**config.mk**
```make
export PLATFORM = sky130hd
export DESIGN_NAME = fu_wrapper_flat
export DESIGN_NICKNAME = d
export VERILOG_FILES = /design/src/logic/rv32_pkg.sv /design/src/logic/exec_pkg.sv /design/src/logic/cdb_lane_if.sv /design/src/logic/alu.sv /design/src/logic/cmp.sv /design/src/logic/fu_wrapper.sv /design/src/logic/shift_add_multiplier.sv /design/src/flat_wrapper.sv
export SDC_FILE = /design/constraint.sdc
export NUM_CORES = 1
export LEC_CHECK = 0
export BUFFER_PORTS_ARGS = -buffer_cell sky130_fd_sc_hd__buf_2
export CORE_UTILIZATION = 30
export DETAILED_ROUTE_END_ITERATION = 10
export PLACE_DENSITY = 0.5
export SYNTH_ARGS = -nofsm -noshare
export SYNTH_HDL_FRONTEND = slang
export SYNTH_SLANG_ARGS = --single-unit
```
**constraint.sdc**
```tcl
create_clock -name clk -period 4.85 [get_ports clk]
set_input_delay 0.485 -clock clk [delete_from_list [all_inputs] [get_ports clk]]
set_output_delay 0.485 -clock clk [all_outputs]
set_load 0.02 [all_outputs]
```
**src/logic/rv32_pkg.sv**
```systemverilog
package rv32_pkg;

    // ALU operations, funct3 in bits [2:0] and funct7[5] in bit 3
    typedef enum logic [3:0] {
        alu_add  = 4'b0000,
        alu_sll  = 4'b0001,
        alu_slt  = 4'b0010,
        alu_sltu = 4'b0011,
        alu_xor  = 4'b0100,
        alu_srl  = 4'b0101,
        alu_or   = 4'b0110,
        alu_and  = 4'b0111,
        alu_sub  = 4'b1000,
        alu_sra  = 4'b1101
    } alu_op_t;

    // Branch conditions, same codes as the branch funct3
    typedef enum logic [2:0] {
        cmp_beq  = 3'b000,
        cmp_bne  = 3'b001,
        cmp_blt  = 3'b100,
        cmp_bge  = 3'b101,
        cmp_bltu = 3'b110,
        cmp_bgeu = 3'b111
    } cmp_op_t;

    // RV32M multiply kinds, funct3[1:0]
    typedef enum logic [1:0] {
        mul_mul    = 2'b00,
        mul_mulh   = 2'b01,
        mul_mulhsu = 2'b10,
        mul_mulhu  = 2'b11
    } mul_type_t;

    // Instruction classes as seen by the execute stage
    typedef enum logic [2:0] {
        op_reg    = 3'd0,
        op_imm    = 3'd1,
        op_auipc  = 3'd2,
        op_lui    = 3'd3,
        op_branch = 3'd4,
        op_jump   = 3'd5
    } op_class_t;

endpackage : rv32_pkg

```
**src/logic/exec_pkg.sv**
```systemverilog
package exec_pkg;

    import rv32_pkg::*;

    localparam int TAG_W     = 3;
    localparam int XLEN      = 32;
    localparam int REG_IDX_W = 5;

    // Reorder-buffer tag
    typedef logic [TAG_W-1:0] tag_t;

    // One decoded instruction with its operands already read
    typedef struct packed {
        tag_t                 tag;
        op_class_t            op_class;
        logic                 alu_en;
        logic                 cmp_en;
        logic                 is_mul;
        alu_op_t              alu_operation;
        cmp_op_t              cmp_operation;
        mul_type_t            mul_type;
        logic [REG_IDX_W-1:0] rs1_s;
        logic [REG_IDX_W-1:0] rs2_s;
        logic                 op1_is_pc;
        logic                 op2_is_imm;
        logic [XLEN-1:0]      immediate;
        logic [XLEN-1:0]      pc_curr;
        logic [XLEN-1:0]      rs1_value;
        logic [XLEN-1:0]      rs2_value;
    } issue_t;

    // Finished result headed for the reorder buffer
    typedef struct packed {
        tag_t            tag;
        logic [XLEN-1:0] register_value;
        logic            br_en;
    } result_t;

endpackage : exec_pkg

```
**src/logic/cdb_lane_if.sv**
```systemverilog
interface cdb_lane_if
    import exec_pkg::*;
();

    logic    valid;
    logic    ready;
    result_t result;

    // Result slot side of a lane
    modport lane (
        output valid,
        output result,
        input  ready
    );

    // CDB arbiter side
    modport arb (
        input  valid,
        input  result,
        output ready
    );

endinterface : cdb_lane_if

```
**src/logic/alu.sv**
```systemverilog
module alu
    import rv32_pkg::*;
(
    input  alu_op_t     aluop,
    input  logic [31:0] a,
    input  logic [31:0] b,
    output logic [31:0] f
);

    logic [4:0] shamt;

    // Only the low five bits count for RV32 shifts
    assign shamt = b[4:0];

    always_comb begin
        case (aluop)
            alu_add:  f = a + b;
            alu_sub:  f = a - b;
            alu_sll:  f = a << shamt;
            alu_slt:  f = {31'b0, $signed(a) < $signed(b)};
            alu_sltu: f = {31'b0, a < b};
            alu_xor:  f = a ^ b;
            alu_srl:  f = a >> shamt;
            alu_sra:  f = $unsigned($signed(a) >>> shamt);
            alu_or:   f = a | b;
            alu_and:  f = a & b;
            default:  f = a + b;
        endcase
    end

endmodule : alu

```
**src/logic/cmp.sv**
```systemverilog
module cmp
    import rv32_pkg::*;
(
    input  cmp_op_t     cmpop,
    input  logic [31:0] a,
    input  logic [31:0] b,
    output logic        br_en
);

    always_comb begin
        case (cmpop)
            cmp_beq:  br_en = (a == b);
            cmp_bne:  br_en = (a != b);
            cmp_blt:  br_en = ($signed(a) < $signed(b));
            cmp_bge:  br_en = ($signed(a) >= $signed(b));
            cmp_bltu: br_en = (a < b);
            cmp_bgeu: br_en = (a >= b);
            default:  br_en = 1'b0;
        endcase
    end

endmodule : cmp

```
**src/logic/fu_wrapper.sv**
```systemverilog
module fu_wrapper
    import rv32_pkg::*;
    import exec_pkg::*;
(
    input  logic   clk,
    input  logic   rst,
    input  logic   issue_valid,
    output logic   issue_ready,
    input  issue_t issue_inst,
    cdb_lane_if.lane cdb
);

    logic [31:0] rs1_reg;
    logic [31:0] rs2_reg;
    logic [31:0] op_a;
    logic [31:0] op_b;

    logic [31:0] alu_out;
    logic        cmp_out;
    logic [63:0] mul_p;
    logic        mul_done;
    logic        mul_busy;

    logic        accept;
    logic        slot_valid;
    result_t     slot_result;

    // Held for the multiply while it runs
    tag_t        pend_tag;
    mul_type_t   pend_mul_type;

    // x0 always reads as zero
    assign rs1_reg = (issue_inst.rs1_s == '0) ? '0 : issue_inst.rs1_value;
    assign rs2_reg = (issue_inst.rs2_s == '0) ? '0 : issue_inst.rs2_value;

    always_comb begin
        // auipc, branch and jump add to the PC
        op_a = issue_inst.op1_is_pc ? issue_inst.pc_curr : rs1_reg;

        // Jumps write back the return address pc + 4
        if (issue_inst.op_class == op_jump) begin
            op_b = 32'd4;
        end else if (issue_inst.op2_is_imm) begin
            op_b = issue_inst.immediate;
        end else begin
            op_b = rs2_reg;
        end
    end

    alu u_alu (
        .aluop (issue_inst.alu_operation),
        .a     (op_a),
        .b     (op_b),
        .f     (alu_out)
    );

    // Comparator always sees the register operands
    cmp u_cmp (
        .cmpop (issue_inst.cmp_operation),
        .a     (rs1_reg),
        .b     (rs2_reg),
        .br_en (cmp_out)
    );

    shift_add_multiplier u_mul (
        .clk      (clk),
        .rst      (rst),
        .start    (accept && issue_inst.is_mul),
        .mul_type (issue_inst.mul_type),
        .a        (rs1_reg),
        .b        (rs2_reg),
        .p        (mul_p),
        .done     (mul_done),
        .busy     (mul_busy)
    );

    // One instruction in flight, slot may drain in the same cycle
    assign issue_ready = !mul_busy && (!slot_valid || cdb.ready);
    assign accept      = issue_valid && issue_ready;

    always_ff @(posedge clk) begin
        if (rst) begin
            slot_valid <= 1'b0;
        end else if ((accept && !issue_inst.is_mul) || mul_done) begin
            slot_valid <= 1'b1;
        end else if (cdb.ready) begin
            slot_valid <= 1'b0;
        end
    end

    always_ff @(posedge clk) begin
        if (accept && issue_inst.is_mul) begin
            pend_tag      <= issue_inst.tag;
            pend_mul_type <= issue_inst.mul_type;
        end

        if (accept && !issue_inst.is_mul) begin
            slot_result.tag            <= issue_inst.tag;
            slot_result.register_value <= issue_inst.alu_en ? alu_out : '0;
            slot_result.br_en          <= issue_inst.cmp_en && cmp_out;
        end else if (mul_done) begin
            slot_result.tag            <= pend_tag;
            // mul keeps the low word, the mulh kinds the high word
            slot_result.register_value <= (pend_mul_type == mul_mul) ? mul_p[31:0]
                                                                     : mul_p[63:32];
            slot_result.br_en          <= 1'b0;
        end
    end

    assign cdb.valid  = slot_valid;
    assign cdb.result = slot_result;

endmodule : fu_wrapper

```
**src/logic/shift_add_multiplier.sv**
```systemverilog
module shift_add_multiplier
    import rv32_pkg::*;
(
    input  logic        clk,
    input  logic        rst,
    input  logic        start,
    input  mul_type_t   mul_type,
    input  logic [31:0] a,
    input  logic [31:0] b,
    output logic [63:0] p,
    output logic        done,
    output logic        busy
);

    typedef enum logic [1:0] {
        st_idle,
        st_run,
        st_done
    } state_t;

    state_t      state;
    logic [4:0]  count;
    logic [63:0] acc;
    logic [63:0] mcand;
    logic [31:0] mplier;
    logic        neg;

    logic        a_neg;
    logic        b_neg;
    logic [31:0] mag_a;
    logic [31:0] mag_b;

    // rs1 is signed for all but mulhu, rs2 only for mul and mulh
    assign a_neg = (mul_type != mul_mulhu) && a[31];
    assign b_neg = ((mul_type == mul_mul) || (mul_type == mul_mulh)) && b[31];
    assign mag_a = a_neg ? (~a + 32'd1) : a;
    assign mag_b = b_neg ? (~b + 32'd1) : b;

    always_ff @(posedge clk) begin
        if (rst) begin
            state <= st_idle;
            count <= '0;
        end else begin
            case (state)
                st_idle: begin
                    if (start) begin
                        state <= st_run;
                        count <= '0;
                    end
                end
                st_run: begin
                    // 32 iterations, one multiplier bit each
                    if (count == 5'd31) begin
                        state <= st_done;
                    end
                    count <= count + 5'd1;
                end
                default: state <= st_idle;
            endcase
        end
    end

    always_ff @(posedge clk) begin
        if ((state == st_idle) && start) begin
            acc    <= '0;
            mcand  <= {32'b0, mag_a};
            mplier <= mag_b;
            neg    <= a_neg ^ b_neg;
        end else if (state == st_run) begin
            if (mplier[0]) begin
                acc <= acc + mcand;
            end
            mcand  <= mcand << 1;
            mplier <= mplier >> 1;
        end
    end

    // Sign goes back on the magnitude product during the done cycle
    assign p    = neg ? (~acc + 64'd1) : acc;
    assign done = (state == st_done);
    assign busy = (state != st_idle);

endmodule : shift_add_multiplier

```
**src/flat_wrapper.sv**
```systemverilog
// flat-port wrapper written by rule: the top's interface ports become plain ports
module fu_wrapper_flat import rv32_pkg::*; import exec_pkg::*;
  (clk, rst, issue_valid, issue_ready, issue_inst, cdb_valid, cdb_result, cdb_ready);
  cdb_lane_if cdb_i ();
  input  logic clk;
  input  logic rst;
  input  logic issue_valid;
  output logic issue_ready;
  input  issue_t issue_inst;
  output wire logic [$bits(cdb_i.valid)-1:0] cdb_valid;
  output wire logic [$bits(cdb_i.result)-1:0] cdb_result;
  input wire logic [$bits(cdb_i.ready)-1:0] cdb_ready;
  assign cdb_valid = cdb_i.valid;
  assign cdb_result = cdb_i.result;
  assign cdb_i.ready = cdb_ready;
  fu_wrapper u_core (.clk(clk), .rst(rst), .issue_valid(issue_valid), .issue_ready(issue_ready), .issue_inst(issue_inst), .cdb(cdb_i));
endmodule
```
Word level (Yosys, flattened, before mapping)
Cells that the tools add are included.

Add/subtract/negate cells: 7. Order comparisons: 6. Equal/unequal tests: 24. Shift-type cells: 3. Mux-type cells: 25. Bitwise logic cells: 7. Reductions and logical operators: 28.

Operators with widths (count): $mux 32 (13); $pmux 32 s9 (1); $lt 32x32->1 (4); $mux 36 (2); $add 32x1->32 const B (2); $add 64x1->64 const B (1); $add 64x64->64 (1); $ge 32x32->1 (2); $mux 64 (1); $not 32->32 (2); $not 64->64 (1); $add 32x32->32 (1); $and 32x32->32 (1); $eq 32x32->1 (1); $ne 32x32->1 (1); $or 32x32->32 (1); $shl 32x5->32 (1); $shr 32x5->32 (1); $sshr 32x5->32 (1); $sub 32x32->32 (1); $xor 32x32->32 (1); $eq 4x3->1 const B (4); $eq 3x3->1 const B (5); $logic_not 5->1 (2); other kinds (23) (49).

Register bits after elaboration: 210. Bits of input ports: 162. Output and inout port bits: 38.

Depth between registers and ports, before layout
Word-level depth: 8. Depth in mapped cells: 22. Depth with buffers taken out: 17.

By module
A second synthesis with hierarchy kept.

Cell total of the unflattened synthesis: 3448. Area total of the unflattened synthesis: 25824.8 µm².

By module, submodules not included: shift_add_multiplier (times used 1, cells each 1592, area each 12517.0 µm²); alu (times used 1, cells each 1275, area each 8729.6 µm²); fu_wrapper (times used 1, cells each 453, area each 3654.8 µm²); cmp (times used 1, cells each 128, area each 923.4 µm²).

Worst setup path before layout
OpenSTA, ideal clock, no wires.

Path type: in2reg. Start point: input port issue_inst[130] in the netlist's numbering. End point: register u_core.slot_result (netlist bit u_core.cdb.result[32]) (data pin). Library setup time: 271 ps. Arrival time: 4774 ps. Path slack: -195 ps. Stages on the path: 22. Path buffers: 5. Path through: or4_4 > buf_6 > or2_1 > clkbuf_1 > clkbuf_1 > buf_1 > nand2_1 > nor2_1 > a21oi_1 > nor2_1 > ha_1 > clkbuf_1 > a21oi_1 > nand2_1 > a221oi_1 > nor3b_1 > a21oi_1 > o31ai_1 > a21oi_1 > or3_1 > a21oi_1 > o22ai_1.

Longest elaborated chain between the ends: 8. Elaborated cells between the ends (all ways): 15. Those cells by class: add/sub (2); shift (3); mux (6); bitwise (3); reduce/logical (1).

RTL lines: start, declared (line flat_wrapper.sv:9) `input issue_t issue_inst;`; $logic_not 5->1 (*) (line fu_wrapper.sv:34) `assign rs2_reg = (issue_inst.rs2_s == '0) ? '0 : issue_inst.rs2_value;`; $mux 32 (*) (line fu_wrapper.sv:34); $mux 32 (*) (line fu_wrapper.sv:43) `end else if (issue_inst.op2_is_imm) begin`; $mux 32 (*) (line fu_wrapper.sv:41) `if (issue_inst.op_class == op_jump) begin`; $add 32x32->32, or another cell as far along (line alu.sv:17, alu.sv:27); $pmux 32 s9 (*) (line alu.sv:16) `case (aluop)`; $mux 32 (*) (line fu_wrapper.sv:99) `slot_result.register_value <= issue_inst.alu_en ? alu_out : '0;`; $mux 36 (*) (line fu_wrapper.sv:97) `if (accept && !issue_inst.is_mul) begin`; end, declared (line fu_wrapper.sv:26) `result_t slot_result;`.

Mark *: on every way between the ends. The rest lies on a longest branch, timed or not. A chain may end at the register's enable or synchronous reset.

Worst setup path in the final report
Start point: input port issue_inst[135] in the netlist's numbering. End point: register u_core.slot_result (netlist bit u_core.cdb.result[24]) (data pin).

Longest elaborated chain between the ends: 7. Elaborated cells between the ends (all ways): 14. Those cells by class: add/sub (2); shift (3); mux (5); bitwise (3); reduce/logical (1).

RTL lines: $logic_not 5->1 (*) (line fu_wrapper.sv:33) `assign rs1_reg = (issue_inst.rs1_s == '0) ? '0 : issue_inst.rs1_value;`; $mux 32 (*) (line fu_wrapper.sv:33); $mux 32 (*) (line fu_wrapper.sv:38) `op_a = issue_inst.op1_is_pc ? issue_inst.pc_curr : rs1_reg;`; $add 32x32->32, or another cell as far along (line alu.sv:17, alu.sv:27); $pmux 32 s9 (*) (line alu.sv:16); $mux 32 (*) (line fu_wrapper.sv:99); $mux 36 (*) (line fu_wrapper.sv:97).

Marked as above.

==> flow_metrics.py <==
metrics = {
    "timing": {
        "finalMaxSlewViolations": 0,
        "finalSetupViolCount": 0,
        "post-route-min-period_ns": 4.69,
        "fin_worst_skew_ns": 0.0591,
        "timing.fmax_ghz": 0.213,
        "totalNegativeSetupSlack_ns": 0,
        "grt_setup_unrepaired": "no",
        "timing.final.crit_share": 0.968,
        "hold_violations": 0,
        "setup_slack_ns": 0.157,
        "tightest_slew_ns": 1.25,
        "worst_relative_slew_slack": 0.166,
    },
    "synth": {
        "yosysUniqueCellTypes": 99,
        "postSynth.asyncResetShare": 0,
        "proportion_of_synthesized_chip_area_in_sequential_cells": 0.206,
        "post_synth_edffs": 106,
        "synth-seq-cells": 210,
        "syn_area_um2": 25600,
        "yosys_synthesis_warning_count": 0,
        "syn_nets": 3922,
        "syn-mean-instance-area_um2": 7.19,
        "synth-main-ff-cell": "sky130_fd_sc_hd__edfxtp_1",
        "synthesis.instances": 3560,
    },
    "floorplanning": {
        "rows": 106,
        "start_util": 0.305,
        "die-height_um": 294,
        "core_area_um2": 84000,
        "floorplan_die_area_um2": 86400,
        "die-width_um": 294,
        "io-pin-count": 200,
    },
    "critical_path": {
        "critical_path.endpoint_type": "register",
        "rr_worst_depth": 14,
        "cp_slowest_stage_delay_ns": 0.61,
        "worstPathMaxFanout": 16,
        "crit_required_ns": 5.20,
        "worst_path_most_repeated_cell": "sky130_fd_sc_hd__buf_4",
        "worstReg2RegStart": "u_core.u_mul.mcand[0]$_SDFFCE_PN0P_",
        "timing.critical_path.from_type": "primary input",
        "critical_path_data_arrival_time_ns": 5.04,
        "worstPathCellList": "buf_2, or4_1, buf_12, buf_4, o21ai_0, buf_4, o21ai_1, ha_1, or4_1, nor2_1, nand2_1, a2111oi_1, buf_4, or3_1, xor2_1, o221ai_1, a41o_1",
        "timing_worst_setup_path_type": "in2reg",
        "worst_path_max_delay_cell": "sky130_fd_sc_hd__or4_1",
        "r2r_slack_ns": 0.76,
        "cp-startpoint": "issue_inst[135]",
        "reg2reg_to": "u_core.u_mul.acc[56]$_SDFFE_PP0P_",
    },
    "clock_network": {
        "tritoncts_num_sinks": 210,
        "cts_post_setup_buffers_inserted": 0,
        "tritoncts_clock_tree": "yes",
        "clock_path_buffers": 3,
        "clock_insertion_delay_worst_skew_ns": 0.62,
        "post_cts_resized": 0,
        "tritoncts.num_buffers": 29,
        "post_cts_hold_buffer_count": 0,
        "cts.clk_slew.worst_paths_ns": 0.06,
        "htree_num_levels": 1,
        "root_driver": "sky130_fd_sc_hd__clkbuf_16",
    },
    "cells_and_area": {
        "design.final.nets": 4343,
        "number_of_fill_cells_in_the_layout": 9110,
        "areaGrowthSynthToFinish_pct": 23.2,
        "drive_gt1_frac": 0.187,
    },
    "pwr": {
        "power_frac_clock": 0.261,
        "switching_power_of_the_nets_uw": 3980,
        "swShare": 0.429,
        "cellPowerDensity_nw_per_um2": 294,
        "finalPower_uw": 9270,
        "power.internal_uw": 5290,
        "power.combinational.fraction": 0.491,
        "p_leak_uw": 0.0137,
        "vdd_ir_max_uv": 259,
        "p_seq_frac": 0.249,
    },
    "routing": {
        "number_of_drc_violations_after_detailed_routing": 0,
        "route.vias.total": 29016,
        "viasPerCell": 5.65,
        "detail_route.first_pass.iterations": 6,
        "route.detailed.wl_per_inst_um": 24.6,
        "initialDrtViolationCount": 3065,
        "ant_nets": 0,
        "routed_wl_mm": 127,
    },
    "hold_path": {
        "min_delay_worst_endpoint": "u_core.pend_tag[1]$_DFFE_PP_",
        "min-delay-path-class": "in2reg",
        "min_from": "issue_inst[156]",
        "hold_depth": 1,
    },
    "global_route": {
        "grt_util_all_layers": 0.287,
        "grt_first_pass_wirelength_mm": 185,
        "grt_antenna_before_repair": 2,
        "grt-ovfl-total": 0,
        "grt_max_degree": 75,
        "via_count_of_the_first_global_routing_pass": 27549,
    },
    "placed_design": {
        "place_worst_setup_slack_ns": -0.485,
        "final_hpwl_dp_mm": 103,
        "port_buffers": 199,
        "gp_routability_congestion": 1.05,
    },
    "flow_run": {
        "drv_cap": 0,
    },
    "status": {
        "run_status": "finished clean",
    },
}
-- through the flow --
stage / std cells / cell area (um^2) / util / hold slack [ns]
after floorplan: 3560 / 25600 / - / 0.439
after global placement: 5084 / 30400 / 0.363 / 0.461
after detailed placement: 5084 / 30400 / 0.363 / 0.468
after CTS: 5138 / 31500 / 0.375 / 0.0382
after global routing: 5140 / 31500 / 0.375 / 0.0495
final: 5140 / 31500 / 0.375 / 0.0717
-- state kept, by name, indices dropped and copies added, names as in the netlist --
register and cells:
u_core.u_mul.acc 64, u_core.u_mul.mcand 64, u_core.cdb.result 36, u_core.u_mul.mplier 32, u_core.u_mul.count 5, u_core.pend_tag 3
u_core.pend_mul_type 2, u_core.u_mul.state 2, u_core.cdb.valid 1, u_core.u_mul.neg 1
-- final cells by class --
class,instances,area (um^2),share of cell area
multi-input combinational,2954,18800,0.598
sequential,210,5270,0.167
antenna,2,5.00,0.000159
clock inverter,23,310,0.00985
tap,1134,1420,0.0450
timing repair buffer,621,4290,0.136
clock buffer,31,753,0.0239
inverter,165,619,0.0197
-- cell families after synthesis --
| family | after synthesis | share of synthesized area |
|---|---|---|
| AO/OA/AOI/OAI | 1235 | 0.299 |
| XOR/XNOR | 207 | 0.0709 |
| adder cells (fa/ha/maj) | 200 | 0.0987 |
| buffers and inverters | 396 | 0.0612 |
| flip-flops | 210 | 0.206 |
| multiplexers | 145 | 0.0583 |
| AND/OR/NAND/NOR | 1167 | 0.206 |
-- metal layers --
| metal | global-route usage | share of wire |
|---|---|---|
| met5 | 0 | 0 |
| met4 | 0.131 | 0.052 |
| met3 | 0.0360 | 0.071 |
| met2 | 0.457 | 0.45 |
| met1 | 0.383 | 0.43 |
-- power by group through the flow --
| stage | registers (uW) | clock network, uW | logic [uW] |
|---|---|---|---|
| 2_1_floorplan | 2270 | 0 | 2650 |
| 3_3_place_gp | 2340 | 0 | 4440 |
| 3_5_place_dp | 2340 | 0 | 4430 |
| 4_1_cts | 2300 | 2470 | 4450 |
| 5_1_grt | 2330 | 2530 | 4890 |
| 6_report | 2310 | 2410 | 4540 |
-- cells in the mapped netlist (all sizes together), types with 16 or more instances --
library cell / n / area (um^2)
o41ai: 16 / 155
mux2: 16 / 180
nand4: 41 / 257
nand2b: 18 / 113
xnor2: 123 / 1080
o22ai: 24 / 150
dfxtp: 104 / 2080
mux2i: 129 / 1310
nor4: 22 / 153
edfxtp: 106 / 3180
xor2: 84 / 736
o211ai: 34 / 255
nand2: 544 / 2040
and2: 37 / 231
o21bai: 26 / 195
clkbuf: 164 / 616
buf: 67 / 332
a31oi: 25 / 156
o31ai: 43 / 328
o21ai: 422 / 2120
a221oi: 17 / 155
a21oi: 318 / 1600
o221ai: 21 / 184
inv: 164 / 616
a21o: 60 / 450
a22oi: 27 / 203
or2: 16 / 100
nor2: 244 / 926
a211oi: 59 / 453
nor3: 71 / 355
or4: 20 / 154
nand3: 71 / 355
and3: 17 / 106
o21a: 23 / 173
ha: 197 / 2460
nor2b: 28 / 175
-- cells in the final DEF, fill, tap and decap left out, types with 36 or more instances in the layout --
| cell | synthesis | layout |
|---|---|---|
| sky130_fd_sc_hd__nand2_1 | 544 | 541 |
| sky130_fd_sc_hd__buf_4 | 4 | 412 |
| sky130_fd_sc_hd__o21ai_0 | 388 | 386 |
| sky130_fd_sc_hd__a21oi_1 | 317 | 316 |
| sky130_fd_sc_hd__nor2_1 | 242 | 239 |
| sky130_fd_sc_hd__buf_2 | 28 | 199 |
| sky130_fd_sc_hd__ha_1 | 197 | 197 |
| sky130_fd_sc_hd__inv_1 | 158 | 158 |
| sky130_fd_sc_hd__mux2i_1 | 126 | 126 |
| sky130_fd_sc_hd__xnor2_1 | 123 | 123 |
| sky130_fd_sc_hd__edfxtp_1 | 106 | 106 |
| sky130_fd_sc_hd__dfxtp_1 | 104 | 104 |
| sky130_fd_sc_hd__xor2_1 | 84 | 84 |
| sky130_fd_sc_hd__nor3_1 | 71 | 70 |
| sky130_fd_sc_hd__nand3_1 | 71 | 70 |
| sky130_fd_sc_hd__a21o_1 | 60 | 60 |
| sky130_fd_sc_hd__a211oi_1 | 57 | 56 |
| sky130_fd_sc_hd__nand4_1 | 41 | 41 |
| sky130_fd_sc_hd__o31ai_1 | 42 | 41 |
| sky130_fd_sc_hd__and2_1 | 36 | 36 |
-- how the worst max path moves through the flow --
stage,end,depth (start not counted)
after floorplan,u_core.cdb.result[32]$_DFFE_PP_,18
after global placement,u_core.cdb.result[28]$_DFFE_PP_,19
final,u_core.cdb.result[24]$_DFFE_PP_,17
after detailed placement,u_core.cdb.result[28]$_DFFE_PP_,19
after CTS,u_core.cdb.result[28]$_DFFE_PP_,19
after global routing,u_core.cdb.result[28]$_DFFE_PP_,19
-- worst max-delay path, delay by kind of cell --
family          cells  cell delay (ns)
simple gates        5             1.56
compound gates      5             1.53
buf+inv             5             0.86
fa+ha+maj           1             0.33
xor+xnor            1             0.25
(Power assumes the default switching activity.)
